==> config.mk <==
export PLATFORM = sky130hd
export DESIGN_NAME = can_monitor_top
export DESIGN_NICKNAME = d
export VERILOG_FILES = /design/src/can_mon_pkg.sv /design/src/can_status_sampler.sv /design/src/can_status_monitor.sv /design/src/can_report_fifo.sv /design/src/can_monitor_top.sv
export SDC_FILE = /design/constraint.sdc
export NUM_CORES = 1
export LEC_CHECK = 0
export BUFFER_PORTS_ARGS = -buffer_cell sky130_fd_sc_hd__buf_4
export CAP_MARGIN = 15
export CORE_MARGIN = 5
export CORE_UTILIZATION = 45
export DETAILED_ROUTE_END_ITERATION = 10
export HOLD_SLACK_MARGIN = 0.08
export SETUP_SLACK_MARGIN = 0.05
export SLEW_MARGIN = 10
export SYNTH_ARGS = -nofsm -noshare
export SYNTH_HDL_FRONTEND = slang
export SYNTH_HIERARCHICAL = 1
export SYNTH_SLANG_ARGS = --single-unit
==> constraint.sdc <==
create_clock -name aclk -period 7.2 [get_ports aclk]
set_input_delay 0.36 -clock aclk [delete_from_list [all_inputs] [get_ports aclk]]
set_output_delay 0.36 -clock aclk [all_outputs]
set_load 0.01 [all_outputs]
==> src/can_mon_pkg.sv <==
// Word layout shared by sampler and monitor, with bits 30..24 and 7..4 of a status word always zero
`default_nettype none

package can_mon_pkg;

  // CAN fault-confinement state as carried in the report
  typedef enum logic [2:0] {
    ERROR_ACTIVE  = 3'd0,
    ERROR_PASSIVE = 3'd1,
    BUS_OFF       = 3'd2
  } node_state_e;

  // Either error counter above this makes the node error-passive
  localparam logic [7:0] ERR_PASSIVE_LIMIT = 8'd127;

  // Values of the kind bit
  localparam logic KIND_STATUS  = 1'b0;
  localparam logic KIND_COMMAND = 1'b1;

  // Status view, bit 31 first
  typedef struct packed {
    logic       kind;
    logic [6:0] reserved_hi;
    logic [7:0] rx_err_count;
    logic [7:0] tx_err_count;
    logic [3:0] reserved_lo;
    logic       bus_off;
    logic       error_detected;
    logic       rx_active;
    logic       tx_active;
  } status_fields_t;

  // Command view, bit 31 first
  typedef struct packed {
    logic        kind;
    logic [29:0] reserved;
    logic        clear_counters;
  } command_fields_t;

  // One stream word, decoded by its kind bit
  typedef union packed {
    status_fields_t  status;
    command_fields_t command;
  } mon_word_u;

endpackage

`default_nettype wire

==> src/can_status_sampler.sv <==
// CAN inputs are assumed synchronous to aclk, and a pulse that ends while the output stalls is missed
`timescale 1ns/1ps
`default_nettype none

module can_status_sampler (
  input  wire                   aclk,
  input  wire                   aresetn,
  input  logic                  tx_active,
  input  logic                  rx_active,
  input  logic                  error_detected,
  input  logic                  bus_off,
  input  logic [7:0]            tx_err_count,
  input  logic [7:0]            rx_err_count,
  input  wire                   clear_req,
  output logic                  word_valid,
  input  wire                   word_ready,
  output can_mon_pkg::mon_word_u word_data
);

  import can_mon_pkg::*;

  // Clear command as sent to the monitor
  localparam command_fields_t CLEAR_CMD = '{
    kind:           KIND_COMMAND,
    reserved:       '0,
    clear_counters: 1'b1
  };

  logic [19:0] cur_sample;
  logic [19:0] last_sample;
  logic        clear_pend;
  logic        can_load;
  logic        load_cmd;
  logic        load_status;
  mon_word_u   status_word;
  mon_word_u   word_q;

  // All monitored inputs as one vector for change detection
  assign cur_sample = {bus_off, error_detected, rx_active, tx_active, rx_err_count, tx_err_count};

  // Output register is free or being emptied this cycle
  assign can_load = !word_valid || word_ready;

  // Pending clear wins over a status change
  assign load_cmd    = can_load && (clear_pend || clear_req);
  assign load_status = can_load && !load_cmd && (cur_sample != last_sample);

  always_comb begin
    status_word                     = '0;
    status_word.status.kind         = KIND_STATUS;
    status_word.status.tx_active    = tx_active;
    status_word.status.rx_active    = rx_active;
    status_word.status.error_detected = error_detected;
    status_word.status.bus_off      = bus_off;
    status_word.status.tx_err_count = tx_err_count;
    status_word.status.rx_err_count = rx_err_count;
  end

  always_ff @(posedge aclk or negedge aresetn) begin
    if (!aresetn) begin
      word_valid  <= 1'b0;
      clear_pend  <= 1'b0;
      last_sample <= '0;
    end else begin
      if (can_load) begin
        word_valid <= load_cmd || load_status;
      end
      // A clear seen in the same cycle as the command is absorbed by it
      if (load_cmd) begin
        clear_pend <= 1'b0;
      end else if (clear_req) begin
        clear_pend <= 1'b1;
      end
      if (load_status) begin
        last_sample <= cur_sample;
      end
    end
  end

  always_ff @(posedge aclk) begin
    if (load_cmd) begin
      word_q.command <= CLEAR_CMD;
    end else if (load_status) begin
      word_q <= status_word;
    end
  end

  assign word_data = word_q;

  // Held word must not change until the monitor takes it
  a_word_stable: assert property (
    @(posedge aclk) disable iff (!aresetn)
    word_valid && !word_ready |=> word_valid && $stable(word_data)
  ) else $error("word_data changed while stalled: %h", word_data);

endmodule

`default_nettype wire

==> src/can_status_monitor.sv <==
// Counters wrap at 2**CNT_W and a command word clears them when its clear bit is set
`timescale 1ns/1ps
`default_nettype none

module can_status_monitor #(
  parameter int CNT_W = 15
) (
  input  wire                      aclk,
  input  wire                      aresetn,
  input  wire                      s_axis_tvalid,
  output logic                     s_axis_tready,
  input  can_mon_pkg::mon_word_u   s_axis_tdata,
  output logic                     m_axis_tvalid,
  input  wire                      m_axis_tready,
  output logic [3+3*CNT_W-1:0]     m_axis_tdata
);

  import can_mon_pkg::*;

  node_state_e      node_state;
  logic [CNT_W-1:0] frames_sent;
  logic [CNT_W-1:0] frames_received;
  logic [CNT_W-1:0] errors_detected;
  logic             prev_tx_active;
  logic             prev_rx_active;
  logic             prev_error;
  logic             rpt_valid_q;
  logic             accept;
  logic             is_command;
  status_fields_t   st;

  // Free slot or the held report leaves on this edge
  assign s_axis_tready = !rpt_valid_q || m_axis_tready;
  assign accept        = s_axis_tvalid && s_axis_tready;

  assign is_command = (s_axis_tdata.command.kind == KIND_COMMAND);
  assign st         = s_axis_tdata.status;

  always_ff @(posedge aclk or negedge aresetn) begin
    if (!aresetn) begin
      rpt_valid_q <= 1'b0;
    end else if (accept) begin
      rpt_valid_q <= 1'b1;
    end else if (m_axis_tready) begin
      rpt_valid_q <= 1'b0;
    end
  end

  always_ff @(posedge aclk or negedge aresetn) begin
    if (!aresetn) begin
      node_state      <= ERROR_ACTIVE;
      frames_sent     <= '0;
      frames_received <= '0;
      errors_detected <= '0;
      prev_tx_active  <= 1'b0;
      prev_rx_active  <= 1'b0;
      prev_error      <= 1'b0;
    end else if (accept) begin
      if (is_command) begin
        // Clear restarts edge detection too and keeps the node state
        if (s_axis_tdata.command.clear_counters) begin
          frames_sent     <= '0;
          frames_received <= '0;
          errors_detected <= '0;
          prev_tx_active  <= 1'b0;
          prev_rx_active  <= 1'b0;
          prev_error      <= 1'b0;
        end
      end else begin
        prev_tx_active <= st.tx_active;
        prev_rx_active <= st.rx_active;
        prev_error     <= st.error_detected;

        // Rising edges against the previous status word
        if (st.tx_active && !prev_tx_active) begin
          frames_sent <= frames_sent + 1'b1;
        end
        if (st.rx_active && !prev_rx_active) begin
          frames_received <= frames_received + 1'b1;
        end
        if (st.error_detected && !prev_error) begin
          errors_detected <= errors_detected + 1'b1;
        end

        if (st.bus_off) begin
          node_state <= BUS_OFF;
        end else if ((st.tx_err_count > ERR_PASSIVE_LIMIT) ||
                     (st.rx_err_count > ERR_PASSIVE_LIMIT)) begin
          node_state <= ERROR_PASSIVE;
        end else begin
          node_state <= ERROR_ACTIVE;
        end
      end
    end
  end

  assign m_axis_tvalid = rpt_valid_q;

  // Errors in the top bits, state in the bottom three
  assign m_axis_tdata = {errors_detected, frames_received, frames_sent, node_state};

  // A held report stays put until the FIFO takes it
  a_rpt_not_overwritten: assert property (
    @(posedge aclk) disable iff (!aresetn)
    rpt_valid_q && !m_axis_tready |=> rpt_valid_q && $stable(m_axis_tdata)
  ) else $error("report overwritten before taken: %h", m_axis_tdata);

endmodule

`default_nettype wire

==> src/can_report_fifo.sv <==
// FIFO_DEPTH must be a power of two of at least 2, and data appears one cycle after a push
`timescale 1ns/1ps
`default_nettype none

module can_report_fifo #(
  parameter int WIDTH      = 48,
  parameter int FIFO_DEPTH = 4
) (
  input  wire              aclk,
  input  wire              aresetn,
  input  wire              in_valid,
  output logic             in_ready,
  input  wire  [WIDTH-1:0] in_data,
  output logic             out_valid,
  input  wire              out_ready,
  output logic [WIDTH-1:0] out_data
);

  localparam int ADDR_W = $clog2(FIFO_DEPTH);

  logic [WIDTH-1:0] mem [FIFO_DEPTH];
  // One extra bit tells full from empty
  logic [ADDR_W:0]  wr_ptr;
  logic [ADDR_W:0]  rd_ptr;
  logic             full;
  logic             empty;
  logic             push;
  logic             pop;

  if (FIFO_DEPTH < 2 || (FIFO_DEPTH & (FIFO_DEPTH - 1)) != 0) begin : g_depth_check
    $error("FIFO_DEPTH must be a power of two of at least 2");
  end

  assign empty = (wr_ptr == rd_ptr);
  assign full  = (wr_ptr[ADDR_W] != rd_ptr[ADDR_W]) &&
                 (wr_ptr[ADDR_W-1:0] == rd_ptr[ADDR_W-1:0]);

  assign in_ready  = !full;
  assign out_valid = !empty;
  assign push      = in_valid && in_ready;
  assign pop       = out_valid && out_ready;

  always_ff @(posedge aclk or negedge aresetn) begin
    if (!aresetn) begin
      wr_ptr <= '0;
      rd_ptr <= '0;
    end else begin
      if (push) begin
        wr_ptr <= wr_ptr + 1'b1;
      end
      if (pop) begin
        rd_ptr <= rd_ptr + 1'b1;
      end
    end
  end

  always_ff @(posedge aclk) begin
    if (push) begin
      mem[wr_ptr[ADDR_W-1:0]] <= in_data;
    end
  end

  assign out_data = mem[rd_ptr[ADDR_W-1:0]];

  // No push when full
  a_no_overflow: assert property (
    @(posedge aclk) disable iff (!aresetn)
    full |=> wr_ptr == $past(wr_ptr)
  ) else $error("push while full: wr_ptr=%h rd_ptr=%h", wr_ptr, rd_ptr);

  // No pop when empty
  a_no_underflow: assert property (
    @(posedge aclk) disable iff (!aresetn)
    empty |=> rd_ptr == $past(rd_ptr)
  ) else $error("pop while empty: wr_ptr=%h rd_ptr=%h", wr_ptr, rd_ptr);

endmodule

`default_nettype wire

==> src/can_monitor_top.sv <==
// Report latency is 3 cycles from a CAN input change when no stage stalls and tlast is always high
`timescale 1ns/1ps
`default_nettype none

module can_monitor_top #(
  parameter int CNT_W      = 15,
  parameter int FIFO_DEPTH = 4
) (
  input  wire                  aclk,
  input  wire                  aresetn,
  input  wire                  tx_active,
  input  wire                  rx_active,
  input  wire                  error_detected,
  input  wire                  bus_off,
  input  wire  [7:0]           tx_err_count,
  input  wire  [7:0]           rx_err_count,
  input  wire                  clear_req,
  output logic                 m_axis_tvalid,
  input  wire                  m_axis_tready,
  output logic [3+3*CNT_W-1:0] m_axis_tdata,
  output logic                 m_axis_tlast
);

  import can_mon_pkg::*;

  localparam int RPT_W = 3 + 3 * CNT_W;

  logic             word_valid;
  logic             word_ready;
  mon_word_u        word_data;
  logic             rpt_valid;
  logic             rpt_ready;
  logic [RPT_W-1:0] rpt_data;

  can_status_sampler u_sampler (
    .aclk           (aclk),
    .aresetn        (aresetn),
    .tx_active      (tx_active),
    .rx_active      (rx_active),
    .error_detected (error_detected),
    .bus_off        (bus_off),
    .tx_err_count   (tx_err_count),
    .rx_err_count   (rx_err_count),
    .clear_req      (clear_req),
    .word_valid     (word_valid),
    .word_ready     (word_ready),
    .word_data      (word_data)
  );

  can_status_monitor #(
    .CNT_W (CNT_W)
  ) u_monitor (
    .aclk          (aclk),
    .aresetn       (aresetn),
    .s_axis_tvalid (word_valid),
    .s_axis_tready (word_ready),
    .s_axis_tdata  (word_data),
    .m_axis_tvalid (rpt_valid),
    .m_axis_tready (rpt_ready),
    .m_axis_tdata  (rpt_data)
  );

  can_report_fifo #(
    .WIDTH      (RPT_W),
    .FIFO_DEPTH (FIFO_DEPTH)
  ) u_fifo (
    .aclk      (aclk),
    .aresetn   (aresetn),
    .in_valid  (rpt_valid),
    .in_ready  (rpt_ready),
    .in_data   (rpt_data),
    .out_valid (m_axis_tvalid),
    .out_ready (m_axis_tready),
    .out_data  (m_axis_tdata)
  );

  // Every report is a complete packet
  assign m_axis_tlast = 1'b1;

endmodule

`default_nettype wire

# Yosys cells after proc, flatten, opt, wreduce, memory -nomap -nowiden
# Memory sizes are Yosys's and may differ from the RTL's.
# Index checks and enable logic that the tools add are counted.
[word_totals]
word_cells = 80
ram_bits = 192
inputBits = 24
memories = 1
reg_bits = 101
output_inout_bits = 50
[memory_table]
columns = ["name", "depth", "word_bits", "rd", "rd_ports_with_merged_regs", "write_ports", "line_no", "text"]
rows = [
  ["u_fifo.mem", 4, 48, 1, 0, 1, "can_report_fifo.sv:21", "logic [WIDTH-1:0] mem [FIFO_DEPTH];"],
]
[classes]
bitwise_logic = 1
muxes = 19
order_cmp = 2
eq_ne = 6
n_reduce_logical = 32
add_sub_neg = 5
[op_table]
columns = ["operator", "n"]
rows = [
  ["15-bit two-way mux", 7],
  ["15-bit by 1-bit adder with 15-bit output, second input constant", 3],
  ["20-bit != test", 1],
  ["8-bit by 7-bit greater-than comparator with 1-bit output, second input constant", 2],
  ["1-bit two-way mux", 11],
  ["1-bit logical AND", 10],
  ["3-bit AND reduction", 3],
  ["1-bit logical NOT", 8],
  ["2-bit nonzero test", 4],
  ["3-bit by 1-bit adder with 3-bit output, second input constant", 2],
  ["1-bit logical OR", 5],
  ["2-bit != test, second input constant", 2],
  ["2-bit AND reduction", 2],
  ["3-bit equality test", 1],
  ["3-bit two-way mux", 1],
  ["2-bit equality test", 1],
  ["1-bit != test", 1],
  ["1-bit inverter", 1],
]

# Logic depth before layout (Yosys ltp)
[logic_depth]
word_depth = 10
ltp_mapped = 11
depth_no_buf = 7

# By module
# Netlist, hierarchy kept.
[by_module_without_submodules]
columns = ["module", "seq_area_each_um2", "cells_each", "instances", "area_per_inst_um2"]
rows = [
  ["can_report_fifo", 5915.7, 299, 1, 7412.1],
  ["can_status_monitor", 1276.2, 293, 1, 2803.9],
  ["can_status_sampler", 970.9, 158, 1, 1865.5],
  ["can_monitor_top", 0.0, 2, 1, 11.3],
]

# Least setup slack after synthesis
# OpenSTA, ideal clock, no wires.
[synth_path]
path_type = "register to register"
from = "register u_fifo.rd_ptr[0]"
to = "memory u_fifo.mem[1][0] (enable)"
path_slack_ns = 4.669
arrival_ns = 2.120
path_buffers = 1
stages_incl_launch_ff = 5
setup_time_ns = 0.411
t_required_ns = 6.789
period_less_slack_ns = 2.531
path_cell_list = "dfrtp_1 > clkbuf_8 > xor2_4 > or3_4 > and3_1"
[synth_via]
elab_chain_len = 6
[synth_rtl]
columns = ["item", "line_no", "text"]
rows = [
  ["start: declaration", "can_report_fifo.sv:24", "logic [ADDR_W:0] rd_ptr;"],
  ["start signal: assignment", "can_report_fifo.sv:52", "rd_ptr <= rd_ptr + 1'b1;"],
  ["2-bit equality test", "can_report_fifo.sv:36", "(wr_ptr[ADDR_W-1:0] == rd_ptr[ADDR_W-1:0]);"],
  ["1-bit logical AND", "can_report_fifo.sv:35", "assign full = (wr_ptr[ADDR_W] != rd_ptr[ADDR_W]) &&"],
  ["1-bit logical NOT", "can_report_fifo.sv:38", "assign in_ready = !full;"],
  ["via rpt_ready", "can_monitor_top.sv:32", "logic rpt_ready;"],
  ["1-bit logical AND", "can_report_fifo.sv:40", "assign push = in_valid && in_ready;"],
  ["1-bit two-way mux", "can_report_fifo.sv:58", "if (push) begin"],
  ["1-bit two-way mux (not written as such)", "can_report_fifo.sv:59", "mem[wr_ptr[ADDR_W-1:0]] <= in_data;"],
  ["end: declaration", "can_report_fifo.sv:21", ""],
]
# The timed path passes the listed nets, and every way through them passes these cells.

# Worst setup path after layout
[layout_path]
from = "register u_fifo.rd_ptr[0]"
to = "register u_monitor.errors_detected[5]"
[layout_via]
elab_chain_len = 6
[layout_rtl]
columns = ["item", "line_no", "text"]
rows = [
  ["2-bit equality test", "can_report_fifo.sv:36", ""],
  ["1-bit logical AND", "can_report_fifo.sv:35", ""],
  ["1-bit logical NOT", "can_report_fifo.sv:38", ""],
  ["via rpt_ready", "can_monitor_top.sv:32", ""],
  ["1-bit logical OR", "can_status_monitor.sv:33", "assign s_axis_tready = !rpt_valid_q || m_axis_tready;"],
  ["via word_ready", "can_monitor_top.sv:29", "logic word_ready;"],
  ["1-bit logical AND", "can_status_monitor.sv:34", "assign accept = s_axis_tvalid && s_axis_tready;"],
  ["3-bit AND reduction (no line)", "n/a", ""],
  ["end signal: assignment", "can_status_monitor.sv:82", "errors_detected <= errors_detected + 1'b1;"],
  ["end: declaration", "can_status_monitor.sv:23", "logic [CNT_W-1:0] errors_detected;"],
]
# The timed path passes the listed nets, and every way through them passes these cells.
# A chain may end at the register's enable or synchronous reset.

==> impl_summary.md <==
Setup path
The critical path goes through xor2_4 -> or3_4 -> nand2b_1 -> o2111ai_2 -> or4_2 -> a21oi_1. Together, buffers and inverters on the worst path number 0. For the worst setup path, the data required time is ~7.6 ns. The critical path's slowest cell is sky130_fd_sc_hd__dfrtp_4. The worst setup path is launched from a register. The worst setup path category is reg -> reg. For flop-to-flop paths, the worst setup slack is between 3 and 4 ns. The largest single stage delay on the critical path is 0.82 ns. For the worst setup path, the data arrival time is 3.98 ns. The cell type group with the largest total delay on the critical path is simple AND/OR/NAND/NOR gates. The worst setup path is captured at a register. The peak fanout along the critical path is 27.

Yosys
The count of synthesis-stage warnings from yosys is 6. The number of cells produced by synthesis is between 600 and 700. A synthesized cell averages around 17 sq um.

The synthesized netlist occupies a cell area of roughly 12000 sq um. Counting every net in the synthesized netlist gives 730.

Drt
The aggregate routed wire length is roughly 23 mm. The detailed-routing iteration count for the pre-antenna-repair pass is 5. The routed layout has between 6000 and 7000 vias. Dividing the detail-routed wire length by the instance count gives a little under 20 um. Using the TritonRoute via totals, the vias-per-cell ratio works out to 5.67. The count of routing violations after the opening detailed-route iteration is roughly 400. In this run the remaining antenna-violating nets after routing total 0. The DRC violation count after routing is 0.

CTS
The number of H-tree branching levels is 1. Clock-pin slew was measured on the worst setup and hold paths at around 0.06 ns. The clock latency on the worst-skew pair is between 0.5 and 0.6 ns. The clock passes through at most 3 buffers. The number of buffers created by CTS is 29. The master cell of the clock root buffer is sky130_fd_sc_hd__clkbuf_16. TritonCTS built the clock tree. The count of clock tree sinks is between 200 and 300.

In this run, post-CTS repair resized a total of 0 instances.

Status
The flow ran to the end, and the final reports show no timing, DRC or antenna violations.

Floorplan
After floorplanning, the core was sized to cover 25300 sq um. The initial utilization of the core area, before any placement, comes to between 40% and 50%. The die boundary width is between 150 and 200 um. The floorplan die area is 29000 sq um. Row generation in the floorplan step produced between 50 and 60 rows.

The number of top-level pins is 74. The floorplan step set the die height to between 150 and 200 um.

Timing
The count of endpoints failing hold in the final timing report is 0. The maximum frequency from static timing analysis is ~280 MHz. Setup violations remaining at the end of the flow were counted as 0. The final-report max-slew violation count is 0. The portion of the clock cycle consumed by the worst path in the final layout is between 40% and 50%. For the pin with the worst max-slew slack, the measured transition is between 1 and 1.5 ns. The minimum clock period after layout is 3.55 ns.

Measured against its own limit, the worst slew margin works out to between 20% and 30%. Setup repair after global routing left no endpoint under its margin. Final hold analysis gives a worst-case slack of 0.154 ns. The aggregate negative setup slack is 0 ns. Clock skew on the completed layout was measured at 0.00823 ns.

Flow run
The tool flagged a number of max-cap violations equal to 0.

Global routing
The global-route usage over all layers is between 10% and 20%. The number of global-route vias before repair is roughly 6900. The first global-routing pass estimated approximately 36 mm of wire. Entering global routing, the biggest net connects 80 pins. The number of antenna violations at the first check in global routing is 0. Summed over all layers, the global routing overflow is 0.

Pwr
VDD sags by at most around 340 uV. The static leakage is around 5.0 nW. The areal power density over the cells is approximately 440 nW/um^2.

Hold path
The worst hold-check path type is in -> reg.

Cells and area
The final design utilization is ~54%. From synthesis to final layout, the design area changed by 17.1%. After the last flow step, the layout net total stands at between 800 and 900. The post-route netlist has 23.4% of its cells at a drive strength greater than 1.

The diode insertion count for antenna repair is 0.

Placement
The count of input and output buffers is between 70 and 80. The detailed-placement wirelength estimate is 13.9 mm. The final weighted congestion in routability-driven placement is about 0.76.
power breakdown:
group | internal (W) | switching [W]
Sequential | 0.00232 | 0.000260
Combinational | 0.000882 | 0.00113
Clock | 0.000833 | 0.000571
Total | 0.00404 | 0.00196
metrics by stage:
step	total power, W	area, sq um	worst slack (ns)	cells
after floorplan	0.00388	11600	4.67	698
after global placement	0.00459	12400	3.79	1073
after detailed placement	0.00466	12400	3.67	1073
after CTS	0.00609	13500	3.64	1148
after global routing	0.00633	13500	3.33	1149
final	0.00600	13500	3.65	1149
tightest hold or removal path, stage by stage:
cell and delay, ns:
sky130_fd_sc_hd__buf_4 0.14, sky130_fd_sc_hd__o31ai_1 0.08, sky130_fd_sc_hd__xnor2_1 0.06
cell usage in the layout (no fill, tap or decap), drive strengths merged, types with 13 or more instances in the layout:
cell type / n
clkbuf: 42
mux4: 48
or4: 17
nand3: 19
dfrtp: 79
nand2: 32
edfxtp: 192
o31ai: 21
dlygate4sd3: 22
xor2: 24
buf: 79
inv: 16
a21oi: 30
o21ai: 13
mux2: 24
registers in the layout, indices dropped and copies added (netlist names):
name,flops
u_monitor/m_axis_tvalid,1
u_monitor/errors_detected,15
u_sampler/last_sample,20
u_fifo/rd_ptr,3
u_sampler/word_data,7
u_monitor/frames_sent,15
u_monitor/prev_rx_active,1
u_fifo/mem,192
u_fifo/wr_ptr,3
u_monitor/prev_error,1
u_monitor/frames_received,15
u_monitor/prev_tx_active,1
u_sampler/word_valid,1
u_sampler/clear_pend,1
u_monitor/node_state,2
worst paths after layout:
| path | to | start | depth (start not counted) |
|---|---|---|---|
| min in group asynchronous | u_monitor/frames_received[13] | aresetn | 2 |
| max in group asynchronous | u_sampler/word_valid | aresetn | 3 |
| hold reg to reg | u_sampler/word_data[23] | u_sampler/word_data[23] | 1 |
| hold / removal | u_fifo/rd_ptr[0] | m_axis_tready | 3 |
| setup reg to reg | u_monitor/errors_detected[5] | u_fifo/rd_ptr[0] | 6 |
| setup / recovery | u_monitor/errors_detected[5] | u_fifo/rd_ptr[0] | 6 |
final cells by class:
type                       count  area, sq um
multi-input combinational    371         3440
timing repair buffer         101          826
tap                          330          413
sequential                   278         7890
fill                        2033        11700
inverter                      16         60.1
clock buffer                  42          795
clock inverter                11          106
what timing repair did:
| action | CTS | global route |
|---|---|---|
| hold endpoints to repair | 74 | 0 |
| setup buffers | 0 | 0 |
| hold buffers | 22 | 0 |
per-layer routing:
layer	vias up	track usage, %	wire, um
li1	2969	-	-
met1	3348	21.1	9600
met2	173	27.3	11800
met3	29	2.25	1040
met4	0	3.51	289
met5	-	0	0
Power figures use the tool's default switching activity.
